<file path="src/hdl/rv_isa_pkg.sv">
package rv_isa_pkg;

    localparam int XLEN      = 64;
    localparam int REG_IDX_W = 5;
    localparam int OPCODE_W  = 7;

    // Architectural register index
    typedef logic [REG_IDX_W-1:0] reg_idx_t;

    // x0 always reads as zero and never carries a dependency
    localparam reg_idx_t REG_ZERO = '0;

    // One integer data word
    typedef logic [XLEN-1:0] xword_t;

    // Major opcode, instruction bits 6:0
    typedef enum logic [OPCODE_W-1:0] {
        OP_LOAD   = 7'b0000011,
        OP_OP_IMM = 7'b0010011,
        OP_AUIPC  = 7'b0010111,
        OP_STORE  = 7'b0100011,
        OP_OP     = 7'b0110011,
        OP_LUI    = 7'b0110111,
        OP_BRANCH = 7'b1100011,
        OP_JALR   = 7'b1100111,
        OP_JAL    = 7'b1101111
    } opcode_e;

    // Stores and branches reuse the rd field for immediate bits,
    // LUI, AUIPC and JAL reuse the rs fields the same way.
    // The users of these types mask those fields by opcode.

endpackage
</file>
<file path="src/hdl/hazard_pkg.sv">
package hazard_pkg;

    // Where a decode operand comes from
    typedef enum logic [1:0] {
        FWD_RF      = 2'd0,     // Register file value from the decoder
        FWD_EX_ALU  = 2'd1,     // ALU result of the instruction in execute
        FWD_MEM_ALU = 2'd2,     // ALU result bypassed from memory stage
        FWD_MEM_DM  = 2'd3      // Data memory read data
    } fwd_src_e;

    // Load-use stall sequence
    typedef enum logic [1:0] {
        ST_RUN         = 2'd0,
        ST_HOLD_DECODE = 2'd1,  // Fetch and decode both frozen
        ST_HOLD_FETCH  = 2'd2   // Only fetch frozen
    } stall_state_e;

    // Register fields of the instruction in decode
    typedef struct packed {
        rv_isa_pkg::opcode_e  opcode;
        rv_isa_pkg::reg_idx_t rd;
        rv_isa_pkg::reg_idx_t rs1;
        rv_isa_pkg::reg_idx_t rs2;
    } decode_info_t;

    // What an older instruction still owes the pipeline
    typedef struct packed {
        rv_isa_pkg::reg_idx_t rd;
        logic                 is_load;
    } slot_info_t;

    localparam slot_info_t SLOT_BUBBLE = '0;  // rd x0, not a load

    typedef struct packed {
        fwd_src_e sel_a;
        fwd_src_e sel_b;
    } fwd_sel_t;

    typedef struct packed {
        rv_isa_pkg::xword_t alu_a;
        rv_isa_pkg::xword_t alu_b;
        rv_isa_pkg::xword_t br_rs1;
        rv_isa_pkg::xword_t br_rs2;
        rv_isa_pkg::xword_t jump_base;
        rv_isa_pkg::xword_t store_data;
    } operands_t;

    // Results available from the later stages this cycle
    typedef struct packed {
        rv_isa_pkg::xword_t ex_alu;
        rv_isa_pkg::xword_t mem_alu;
        rv_isa_pkg::xword_t mem_dm;
    } result_taps_t;

endpackage

</file>
<file path="src/hdl/pipeline_control.sv">
`timescale 1ns/100ps

module pipeline_control (
    input  logic                     clk,
    input  logic                     rst,
    input  hazard_pkg::decode_info_t decode,
    input  hazard_pkg::operands_t    dec_operands,
    input  hazard_pkg::result_taps_t taps,
    output hazard_pkg::operands_t    fwd_operands,
    output logic                     f_to_d_enable,
    output logic                     d_to_e_enable
);

    hazard_pkg::slot_info_t ex_slot;    // Instruction in execute
    hazard_pkg::slot_info_t mem_slot;   // Instruction in memory access
    hazard_pkg::fwd_sel_t   fwd_sel;
    logic                   load_use_hit;

    stage_tracker stage_tracker_i (
        .clk           (clk),
        .rst           (rst),
        .decode        (decode),
        .d_to_e_enable (d_to_e_enable),
        .ex_slot       (ex_slot),
        .mem_slot      (mem_slot)
    );

    hazard_detect hazard_detect_i (
        .decode       (decode),
        .ex_slot      (ex_slot),
        .mem_slot     (mem_slot),
        .fwd_sel      (fwd_sel),
        .load_use_hit (load_use_hit)
    );

    // Same-cycle path from decode and taps to the forwarded operands
    operand_forward operand_forward_i (
        .decode       (decode),
        .fwd_sel      (fwd_sel),
        .dec_operands (dec_operands),
        .taps         (taps),
        .fwd_operands (fwd_operands)
    );

    stall_fsm stall_fsm_i (
        .clk           (clk),
        .rst           (rst),
        .load_use_hit  (load_use_hit),
        .f_to_d_enable (f_to_d_enable),
        .d_to_e_enable (d_to_e_enable)
    );

endmodule

</file>
<file path="src/hdl/stall_fsm.sv">
`timescale 1ns/100ps

module stall_fsm (
    input  logic clk,
    input  logic rst,
    input  logic load_use_hit,
    output logic f_to_d_enable,
    output logic d_to_e_enable
);

    hazard_pkg::stall_state_e state;
    hazard_pkg::stall_state_e state_next;

    // Two cycles of stall, counted out by the hold states
    always_comb begin
        state_next = state;
        case (state)
            hazard_pkg::ST_RUN: begin
                if (load_use_hit) begin
                    state_next = hazard_pkg::ST_HOLD_DECODE;
                end
            end
            hazard_pkg::ST_HOLD_DECODE: begin
                state_next = hazard_pkg::ST_HOLD_FETCH;
            end
            hazard_pkg::ST_HOLD_FETCH: begin
                state_next = hazard_pkg::ST_RUN;
            end
            default: begin
                state_next = hazard_pkg::ST_RUN;
            end
        endcase
    end

    // Enables are decoded from the next state and registered,
    // so they line up with the state during the cycle
    always_ff @(posedge clk) begin
        if (rst) begin
            state         <= hazard_pkg::ST_RUN;
            f_to_d_enable <= 1'b1;
            d_to_e_enable <= 1'b1;
        end else begin
            state         <= state_next;
            f_to_d_enable <= (state_next == hazard_pkg::ST_RUN);
            d_to_e_enable <= (state_next != hazard_pkg::ST_HOLD_DECODE);
        end
    end

endmodule

</file>
<file path="src/hdl/operand_forward.sv">
`timescale 1ns/100ps

module operand_forward (
    input  hazard_pkg::decode_info_t decode,
    input  hazard_pkg::fwd_sel_t     fwd_sel,
    input  hazard_pkg::operands_t    dec_operands,
    input  hazard_pkg::result_taps_t taps,
    output hazard_pkg::operands_t    fwd_operands
);

    rv_isa_pkg::xword_t word_a;     // Forwarded value for rs1
    rv_isa_pkg::xword_t word_b;     // Forwarded value for rs2
    logic               fwd_a;
    logic               fwd_b;
    logic               is_branch;
    logic               is_store;

    // Result tap picked by a forward select
    function automatic rv_isa_pkg::xword_t tap_word(
        input hazard_pkg::fwd_src_e     sel,
        input hazard_pkg::result_taps_t t
    );
        case (sel)
            hazard_pkg::FWD_EX_ALU: begin
                return t.ex_alu;
            end
            hazard_pkg::FWD_MEM_ALU: begin
                return t.mem_alu;
            end
            hazard_pkg::FWD_MEM_DM: begin
                return t.mem_dm;
            end
            default: begin
                return '0;              // Unused, the decoder value is kept
            end
        endcase
    endfunction

    assign word_a = tap_word(fwd_sel.sel_a, taps);
    assign word_b = tap_word(fwd_sel.sel_b, taps);

    assign fwd_a = (fwd_sel.sel_a != hazard_pkg::FWD_RF);
    assign fwd_b = (fwd_sel.sel_b != hazard_pkg::FWD_RF);

    assign is_branch = (decode.opcode == rv_isa_pkg::OP_BRANCH);
    assign is_store  = (decode.opcode == rv_isa_pkg::OP_STORE);

    // Route each forwarded word to the consumers that read it
    always_comb begin
        fwd_operands = dec_operands;

        if (fwd_a) begin
            fwd_operands.alu_a = word_a;
            if (is_branch) begin
                fwd_operands.br_rs1 = word_a;       // Comparator input
            end else begin
                fwd_operands.jump_base = word_a;    // JALR target base
            end
        end

        if (fwd_b) begin
            fwd_operands.br_rs2 = word_b;
            // Store ALU computes the address from rs1 plus immediate
            if (is_store) begin
                fwd_operands.store_data = word_b;
            end else begin
                fwd_operands.alu_b = word_b;
            end
        end
    end

endmodule

</file>
<file path="src/hdl/hazard_detect.sv">
`timescale 1ns/100ps

module hazard_detect (
    input  hazard_pkg::decode_info_t decode,
    input  hazard_pkg::slot_info_t   ex_slot,
    input  hazard_pkg::slot_info_t   mem_slot,
    output hazard_pkg::fwd_sel_t     fwd_sel,
    output logic                     load_use_hit
);

    logic uses_rs1;
    logic uses_rs2;
    logic ex_match_a;
    logic ex_match_b;
    logic mem_match_a;
    logic mem_match_b;

    // Newest producer first, a load in execute has nothing to give yet
    function automatic hazard_pkg::fwd_src_e pick_src(
        input logic ex_match,
        input logic ex_load,
        input logic mem_match,
        input logic mem_load
    );
        if (ex_match) begin
            return ex_load ? hazard_pkg::FWD_RF : hazard_pkg::FWD_EX_ALU;
        end
        if (mem_match) begin
            return mem_load ? hazard_pkg::FWD_MEM_DM : hazard_pkg::FWD_MEM_ALU;
        end
        return hazard_pkg::FWD_RF;
    endfunction

    // Which source fields are real register reads for this opcode
    always_comb begin
        case (decode.opcode)
            rv_isa_pkg::OP_OP,
            rv_isa_pkg::OP_STORE,
            rv_isa_pkg::OP_BRANCH: begin
                uses_rs1 = 1'b1;
                uses_rs2 = 1'b1;
            end
            rv_isa_pkg::OP_OP_IMM,
            rv_isa_pkg::OP_LOAD,
            rv_isa_pkg::OP_JALR: begin
                uses_rs1 = 1'b1;
                uses_rs2 = 1'b0;
            end
            default: begin              // LUI, AUIPC, JAL
                uses_rs1 = 1'b0;
                uses_rs2 = 1'b0;
            end
        endcase
    end

    // x0 is excluded on the reader side, which also covers rd x0 producers
    assign ex_match_a  = uses_rs1 && (decode.rs1 != rv_isa_pkg::REG_ZERO)
                         && (decode.rs1 == ex_slot.rd);
    assign ex_match_b  = uses_rs2 && (decode.rs2 != rv_isa_pkg::REG_ZERO)
                         && (decode.rs2 == ex_slot.rd);
    assign mem_match_a = uses_rs1 && (decode.rs1 != rv_isa_pkg::REG_ZERO)
                         && (decode.rs1 == mem_slot.rd);
    assign mem_match_b = uses_rs2 && (decode.rs2 != rv_isa_pkg::REG_ZERO)
                         && (decode.rs2 == mem_slot.rd);

    always_comb begin
        fwd_sel.sel_a = pick_src(ex_match_a, ex_slot.is_load,
                                 mem_match_a, mem_slot.is_load);
        fwd_sel.sel_b = pick_src(ex_match_b, ex_slot.is_load,
                                 mem_match_b, mem_slot.is_load);
    end

    // Load data only exists once the load reaches memory
    assign load_use_hit = ex_slot.is_load && (ex_match_a || ex_match_b);

endmodule

</file>
<file path="src/hdl/stage_tracker.sv">
`timescale 1ns/100ps

module stage_tracker (
    input  logic                     clk,
    input  logic                     rst,
    input  hazard_pkg::decode_info_t decode,
    input  logic                     d_to_e_enable,
    output hazard_pkg::slot_info_t   ex_slot,
    output hazard_pkg::slot_info_t   mem_slot
);

    logic                   writes_rd;
    hazard_pkg::slot_info_t dec_slot;   // Decode instruction in slot form

    // Only real register writers may be tracked as producers
    always_comb begin
        case (decode.opcode)
            rv_isa_pkg::OP_STORE,
            rv_isa_pkg::OP_BRANCH: begin
                writes_rd = 1'b0;       // rd field holds immediate bits
            end
            default: begin
                writes_rd = 1'b1;
            end
        endcase
    end

    always_comb begin
        dec_slot = hazard_pkg::SLOT_BUBBLE;
        if (writes_rd) begin
            dec_slot.rd = decode.rd;
        end
        dec_slot.is_load = (decode.opcode == rv_isa_pkg::OP_LOAD);
    end

    // Two-deep history of execute and memory occupants.
    // A held decode stage sends a bubble into execute, so the
    // older instruction walks on to memory without a twin behind it.
    always_ff @(posedge clk) begin
        if (rst) begin
            ex_slot  <= hazard_pkg::SLOT_BUBBLE;
            mem_slot <= hazard_pkg::SLOT_BUBBLE;
        end else begin
            mem_slot <= ex_slot;
            if (d_to_e_enable) begin
                ex_slot <= dec_slot;
            end else begin
                ex_slot <= hazard_pkg::SLOT_BUBBLE;   // Insert bubble
            end
        end
    end

endmodule

</file>
<file path="config.mk">
export PLATFORM = sky130hd
export DESIGN_NAME = pipeline_control
export DESIGN_NICKNAME = d
export VERILOG_FILES = /design/src/hdl/rv_isa_pkg.sv /design/src/hdl/hazard_pkg.sv /design/src/hdl/pipeline_control.sv /design/src/hdl/stall_fsm.sv /design/src/hdl/operand_forward.sv /design/src/hdl/hazard_detect.sv /design/src/hdl/stage_tracker.sv
export SDC_FILE = /design/constraint.sdc
export NUM_CORES = 1
export LEC_CHECK = 0
export BUFFER_PORTS_ARGS = -buffer_cell sky130_fd_sc_hd__buf_2
export CAP_MARGIN = 0
export CORE_AREA = 2 2 380 382
export CTS_CLUSTER_DIAMETER = 60
export DETAILED_ROUTE_END_ITERATION = 10
export DIE_AREA = 0 0 382 384
export SYNTH_ARGS = -nofsm -noshare
export SYNTH_HDL_FRONTEND = slang
export SYNTH_HIERARCHICAL = 1
export SYNTH_SLANG_ARGS = --single-unit
</file>
<file path="constraint.sdc">
create_clock -name clk -period 4.55 [get_ports clk]
set_input_delay 0.91 -clock clk [delete_from_list [all_inputs] [get_ports clk]]
set_output_delay 0.91 -clock clk [all_outputs]
set_load 0.02 [all_outputs]
</file>
Yosys cells after proc, flatten, opt, wreduce, memory -nomap -nowiden
Cells that the tools add are included.
{"block": "word_totals", "elab_cells": 76, "out_inout_bits": 386, "mem_bits_ro": 0, "mem_count": 0, "mem_bits_rw": 0, "in_bits": 600, "ff_bits": 16, "latch_bits": 0}
{"block": "classes", "n_reduce_logical": 18, "multipliers": 0, "n_mux": 32, "div_mod_pow": 0, "bitwise_logic": 1, "n_eq_ne": 18, "n_addsub": 0, "n_lt_le_gt_ge": 0, "n_shift": 0}
{"operator": "64-bit two-way mux", "count": 10}
{"operator": "64-bit one-hot mux with 3 select lines", "count": 2}
{"operator": "5-bit equality test", "count": 4}
{"operator": "2-bit two-way mux", "count": 9}
{"operator": "7-bit by 6-bit equality test with 1-bit output, second input constant", "count": 2}
{"operator": "7-bit equality test, second input constant", "count": 2}
{"operator": "1-bit two-way mux", "count": 10}
{"operator": "5-bit nonzero test", "count": 2}
{"operator": "2-bit equality test, second input constant", "count": 4}
{"operator": "7-bit by 2-bit equality test with 1-bit output, second input constant", "count": 1}
{"operator": "7-bit by 5-bit equality test with 1-bit output, second input constant", "count": 1}
{"operator": "1-bit logical AND", "count": 7}
{"operator": "2-bit by 1-bit equality test with 1-bit output, second input constant", "count": 3}
{"operator": "6-bit OR reduction", "count": 1}
{"operator": "2-bit logical NOT", "count": 2}
{"operator": "2-bit one-hot mux with 2 select lines", "count": 1}
{"operator": "2-bit nonzero test", "count": 2}
{"operator": "4-bit OR reduction", "count": 1}
{"operator": "3-bit OR reduction", "count": 1}
{"operator": "2-bit by 1-bit inequality test with 1-bit output, second input constant", "count": 1}
{"operator": "2-bit OR reduction", "count": 1}
{"operator": "1-bit logical OR", "count": 1}
{"operator": "1-bit NOT", "count": 1}

Depth between registers and ports, before layout
{"block": "depth", "ltp_word": 13, "mapped_depth": 10, "mapped_depth_nobuf": 8}

By module
The synthesis kept the hierarchy.
{"mod": "operand_forward", "area_per_inst_um2": 6996.7, "seq_area_each_um2": 0.0, "instances": 1, "cells_per_inst": 734}
{"mod": "stage_tracker", "area_per_inst_um2": 389.1, "seq_area_each_um2": 240.2, "instances": 1, "cells_per_inst": 34}
{"mod": "hazard_detect", "area_per_inst_um2": 385.4, "seq_area_each_um2": 0.0, "instances": 1, "cells_per_inst": 49}
{"mod": "stall_fsm", "area_per_inst_um2": 123.9, "seq_area_each_um2": 80.1, "instances": 1, "cells_per_inst": 9}

Least setup slack after synthesis
Ideal clock, no wire load.
{"block": "synth_timing", "path_kind": "in2out", "start": "input port decode[19] in the netlist's numbering", "end": "output port fwd_operands[204] in the netlist's numbering", "slack_ps": 79, "path_stages": 9, "required_time_ps": 3640, "path_buffers": 2, "arrival_ps": 3561, "path_cell_list": "nand3b_1 > o21ai_0 > or3b_1 > nor4bb_1 > clkbuf_1 > clkbuf_1 > mux2_2 > a22o_1 > mux2_1"}
{"element": "start: declaration", "line_no": "pipeline_control.sv:6", "text": "input hazard_pkg::decode_info_t decode,"}
{"element": "end: declaration", "line_no": "pipeline_control.sv:9", "text": "output hazard_pkg::operands_t fwd_operands,"}

==> results_dict.tcl <==
set metrics [dict create \
    post-route-min-period_ns 4.83 \
    drt_iter0_drc 1263 \
    power_density_nw_per_um2 84.2 \
    max_freq_mhz 207 \
    io_buffers 985 \
    synthMuxAreaShare 0.550 \
    placed_cell_area_um2 18100 \
    min-delay-path-class "reg -> reg" \
    grt_pass1_wl_um 180000 \
    use_met2 0.321 \
    yosysMostFrequentCell "mux2_2" \
    busiest_layer "met2" \
    worstSetupPathType "in -> out" \
    row_count 139 \
    setup_viol 332 \
    grt_overflow_total 0 \
    status "complete, but fails checks" \
    drive_gt1_frac 0.904 \
    synth_edf_count 0 \
    synth_nets 1426 \
    cts_buffer_depth 2 \
    finalCritPeriodShare 1.06 \
    dpl.hpwl_um 130000 \
    maxCapViolCount 0 \
    synth_compound_area_frac 0.274 \
    skew_ns 0.00155 \
    yosys.area_share.simple 0.0496 \
    remaining_drc_errors 0 \
    final_area_um2 24900 \
    num_vias 14500 \
    synth_cells 826 \
    ys_ff_latch 16 \
    violations "negative setup slack" \
    grt_max_degree 65 \
    dieWidth_um 382 \
    synth_xor_xnor_area_share 0.0222 \
    synth_fa_ha_area_frac 0 \
    reg2regPathDepth 8 \
    cts_tree "built" \
    slew_headroom 0.389 \
    area_growth_pct 215 \
    gp_congestion 0.962 \
    crit_path_start "decode[19]" \
    yosysWarnings 6 \
    cts_made_buffers 3 \
    tightest_slew_ns 0.917 \
    hold_violations 0 \
    fin_nets 2659 \
    synth_top_family_by_area "multiplexers" \
    crit_fanout 6 \
    min-delay-start "stall_fsm_i/state[1]" \
    grt_pass1_vias 14100 \
    clkLatencyLatePin_ns 0.24 \
    ir_drop_v 0.0000942 \
    cp.arrival_ns 3.92 \
    ant_nets 0 \
    worst_slack_ns -0.276 \
    ioPinCount 986 \
    path_clk_slew_ns 0.05 \
    grt_usage 0.193 \
    yosysTopAreaCell "mux2_2" \
    critical_path.endpoint_type "primary output" \
    coreArea_um2 143000 \
    p_leak_nw 12.2 \
    cts-root-buf "clkbuf_16" \
    htreeDepth 1 \
    cp-start-kind "input pin" \
    wire_per_inst_um 38.5 \
    syn-cell-area_um2 7900 \
    crit_required_ns 3.64 \
    timing.rr.start "stage_tracker_i/ex_slot[1]" \
    synth_common_cells "mux2_2, a21o_1, a22o_1" \
    synth_area_leaders "mux2_2, a22o_1, a21o_1" \
    grt_antenna_before_repair 137 \
    ctsHoldBuffers 0 \
    synth.avg_cell_area_um2 9.56 \
    synth_flop_cell "dfxtp_1" \
    die_h_um 384 \
    drt-total-wl_um 154000 \
    met1_usage 0.217 \
    hold_depth 1 \
    clock-sinks 16 \
    vias_per_cell 3.62 \
    drv_slew 0 \
    start_util 0.0553 \
    drt-pass1-iter-count 5 \
    die_area_um2 147000 \
    yosysTopAreaCellShare 0.545 \
    use_met3 0.0980 \
    yosysUniqueCellTypes 43 \
    ys_seq_area_frac 0.0406 \
    async_flop_share 0 \
    rsz0062_at_grt "true" \
    total_power_mw 2.10 \
]
==> power by group <==
part	internal, mW	switching, mW
Combinational	0.854	0.900
Sequential	0.145	0.0112
Clock	0.133	0.0535
Total	1.13	0.964
==> layer usage <==
metal | routed length [um] | part of all wire
met4 | 6590 | 0.043
met3 | 19800 | 0.13
met5 | 991 | 0.0064
met2 | 70300 | 0.46
met1 | 56100 | 0.36
==> per-stage QoR <==
step                       util  setup TNS (ns)  setup WS, ns  hold WS (ns)  std cells
after floorplan               -               0        0.0789         0.460        826
after global placement    0.127          -91.36        -0.601         0.475       3860
after detailed placement  0.127          -90.18        -0.620         0.482       3860
after CTS                 0.159          -34.85        -0.259         0.491       3939
after global routing      0.174          -59.74        -0.346         0.493       3975
final                     0.174          -38.34        -0.276         0.487       3995
==> worst max-delay path, stage by stage <==
cell and delay [ns]:
buf_6 0.09, nand3b_1 0.17, o21ai_2 0.10, buf_6 0.13, or3b_4 0.39, nor4bb_4 0.33
buf_12 0.16, buf_16 0.14, buf_4 0.12, buf_6 0.11, buf_6 0.12, mux2_4 0.30
a22o_4 0.24, buf_12 0.14, mux2_4 0.28, buf_6 0.14
==> cell families (layout without fill, tap and decap cells) <==
kind of cell,after synthesis,count (layout)
xor+xnor,20,20
flops,16,16
other cells,0,34
mux,386,386
buf+inv,86,1318
compound gates,267,267
simple gates,51,51
==> path summary, 6_finish.rpt <==
path / to / slack, ns
worst min register to register: stall_fsm_i/state[0] / 0.49
worst max register to register: stall_fsm_i/d_to_e_enable / 2.30
worst min-delay path: stall_fsm_i/state[0] / 0.49
worst max-delay path: fwd_operands[100] / -0.28
==> sequential cells by signal, summed over array words and instances, names as in the netlist <==
register	flops
stage_tracker_i/mem_slot	6
stall_fsm_i/f_to_d_enable	1
stall_fsm_i/state	2
stall_fsm_i/d_to_e_enable	1
stage_tracker_i/ex_slot	6
==> placed cells by master, fill, tap and decap left out, drive strengths merged, types with 2 or more instances in the layout <==
| cell | n |
|---|---|
| a21o | 128 |
| a21oi | 5 |
| a22o | 128 |
| buf | 1300 |
| clkbuf | 15 |
| dfxtp | 16 |
| diode | 34 |
| inv | 2 |
| mux2 | 385 |
| nand2 | 3 |
| nand3 | 2 |
| nand3b | 7 |
| nand4 | 3 |
| nor2 | 8 |
| nor2b | 8 |
| nor3 | 5 |
| nor4 | 2 |
| nor4b | 3 |
| o21ai | 2 |
| o32a | 2 |
| or4 | 2 |
| xnor2 | 6 |
| xor2 | 14 |
==> cell type report <==
type	count	area, um^2
Multi-Input combinational cell	724	9620
Tap cell	1903	2380
Sequential cell	16	320
Antenna cell	34	85.1
Inverter	2	7.51
Clock buffer	4	88.8
Fill cell	15900	118000
Timing Repair Buffer	1312	12400
==> repair_timing <==
action / in CTS / in global routing
gates resized for setup: 912 / 580
pin swaps: 74 / 91
gates cloned: 22 / 13
buffers inserted: 74 / 43
setup endpoints to repair: 360 / 367
Power figures use the tool's default switching activity.
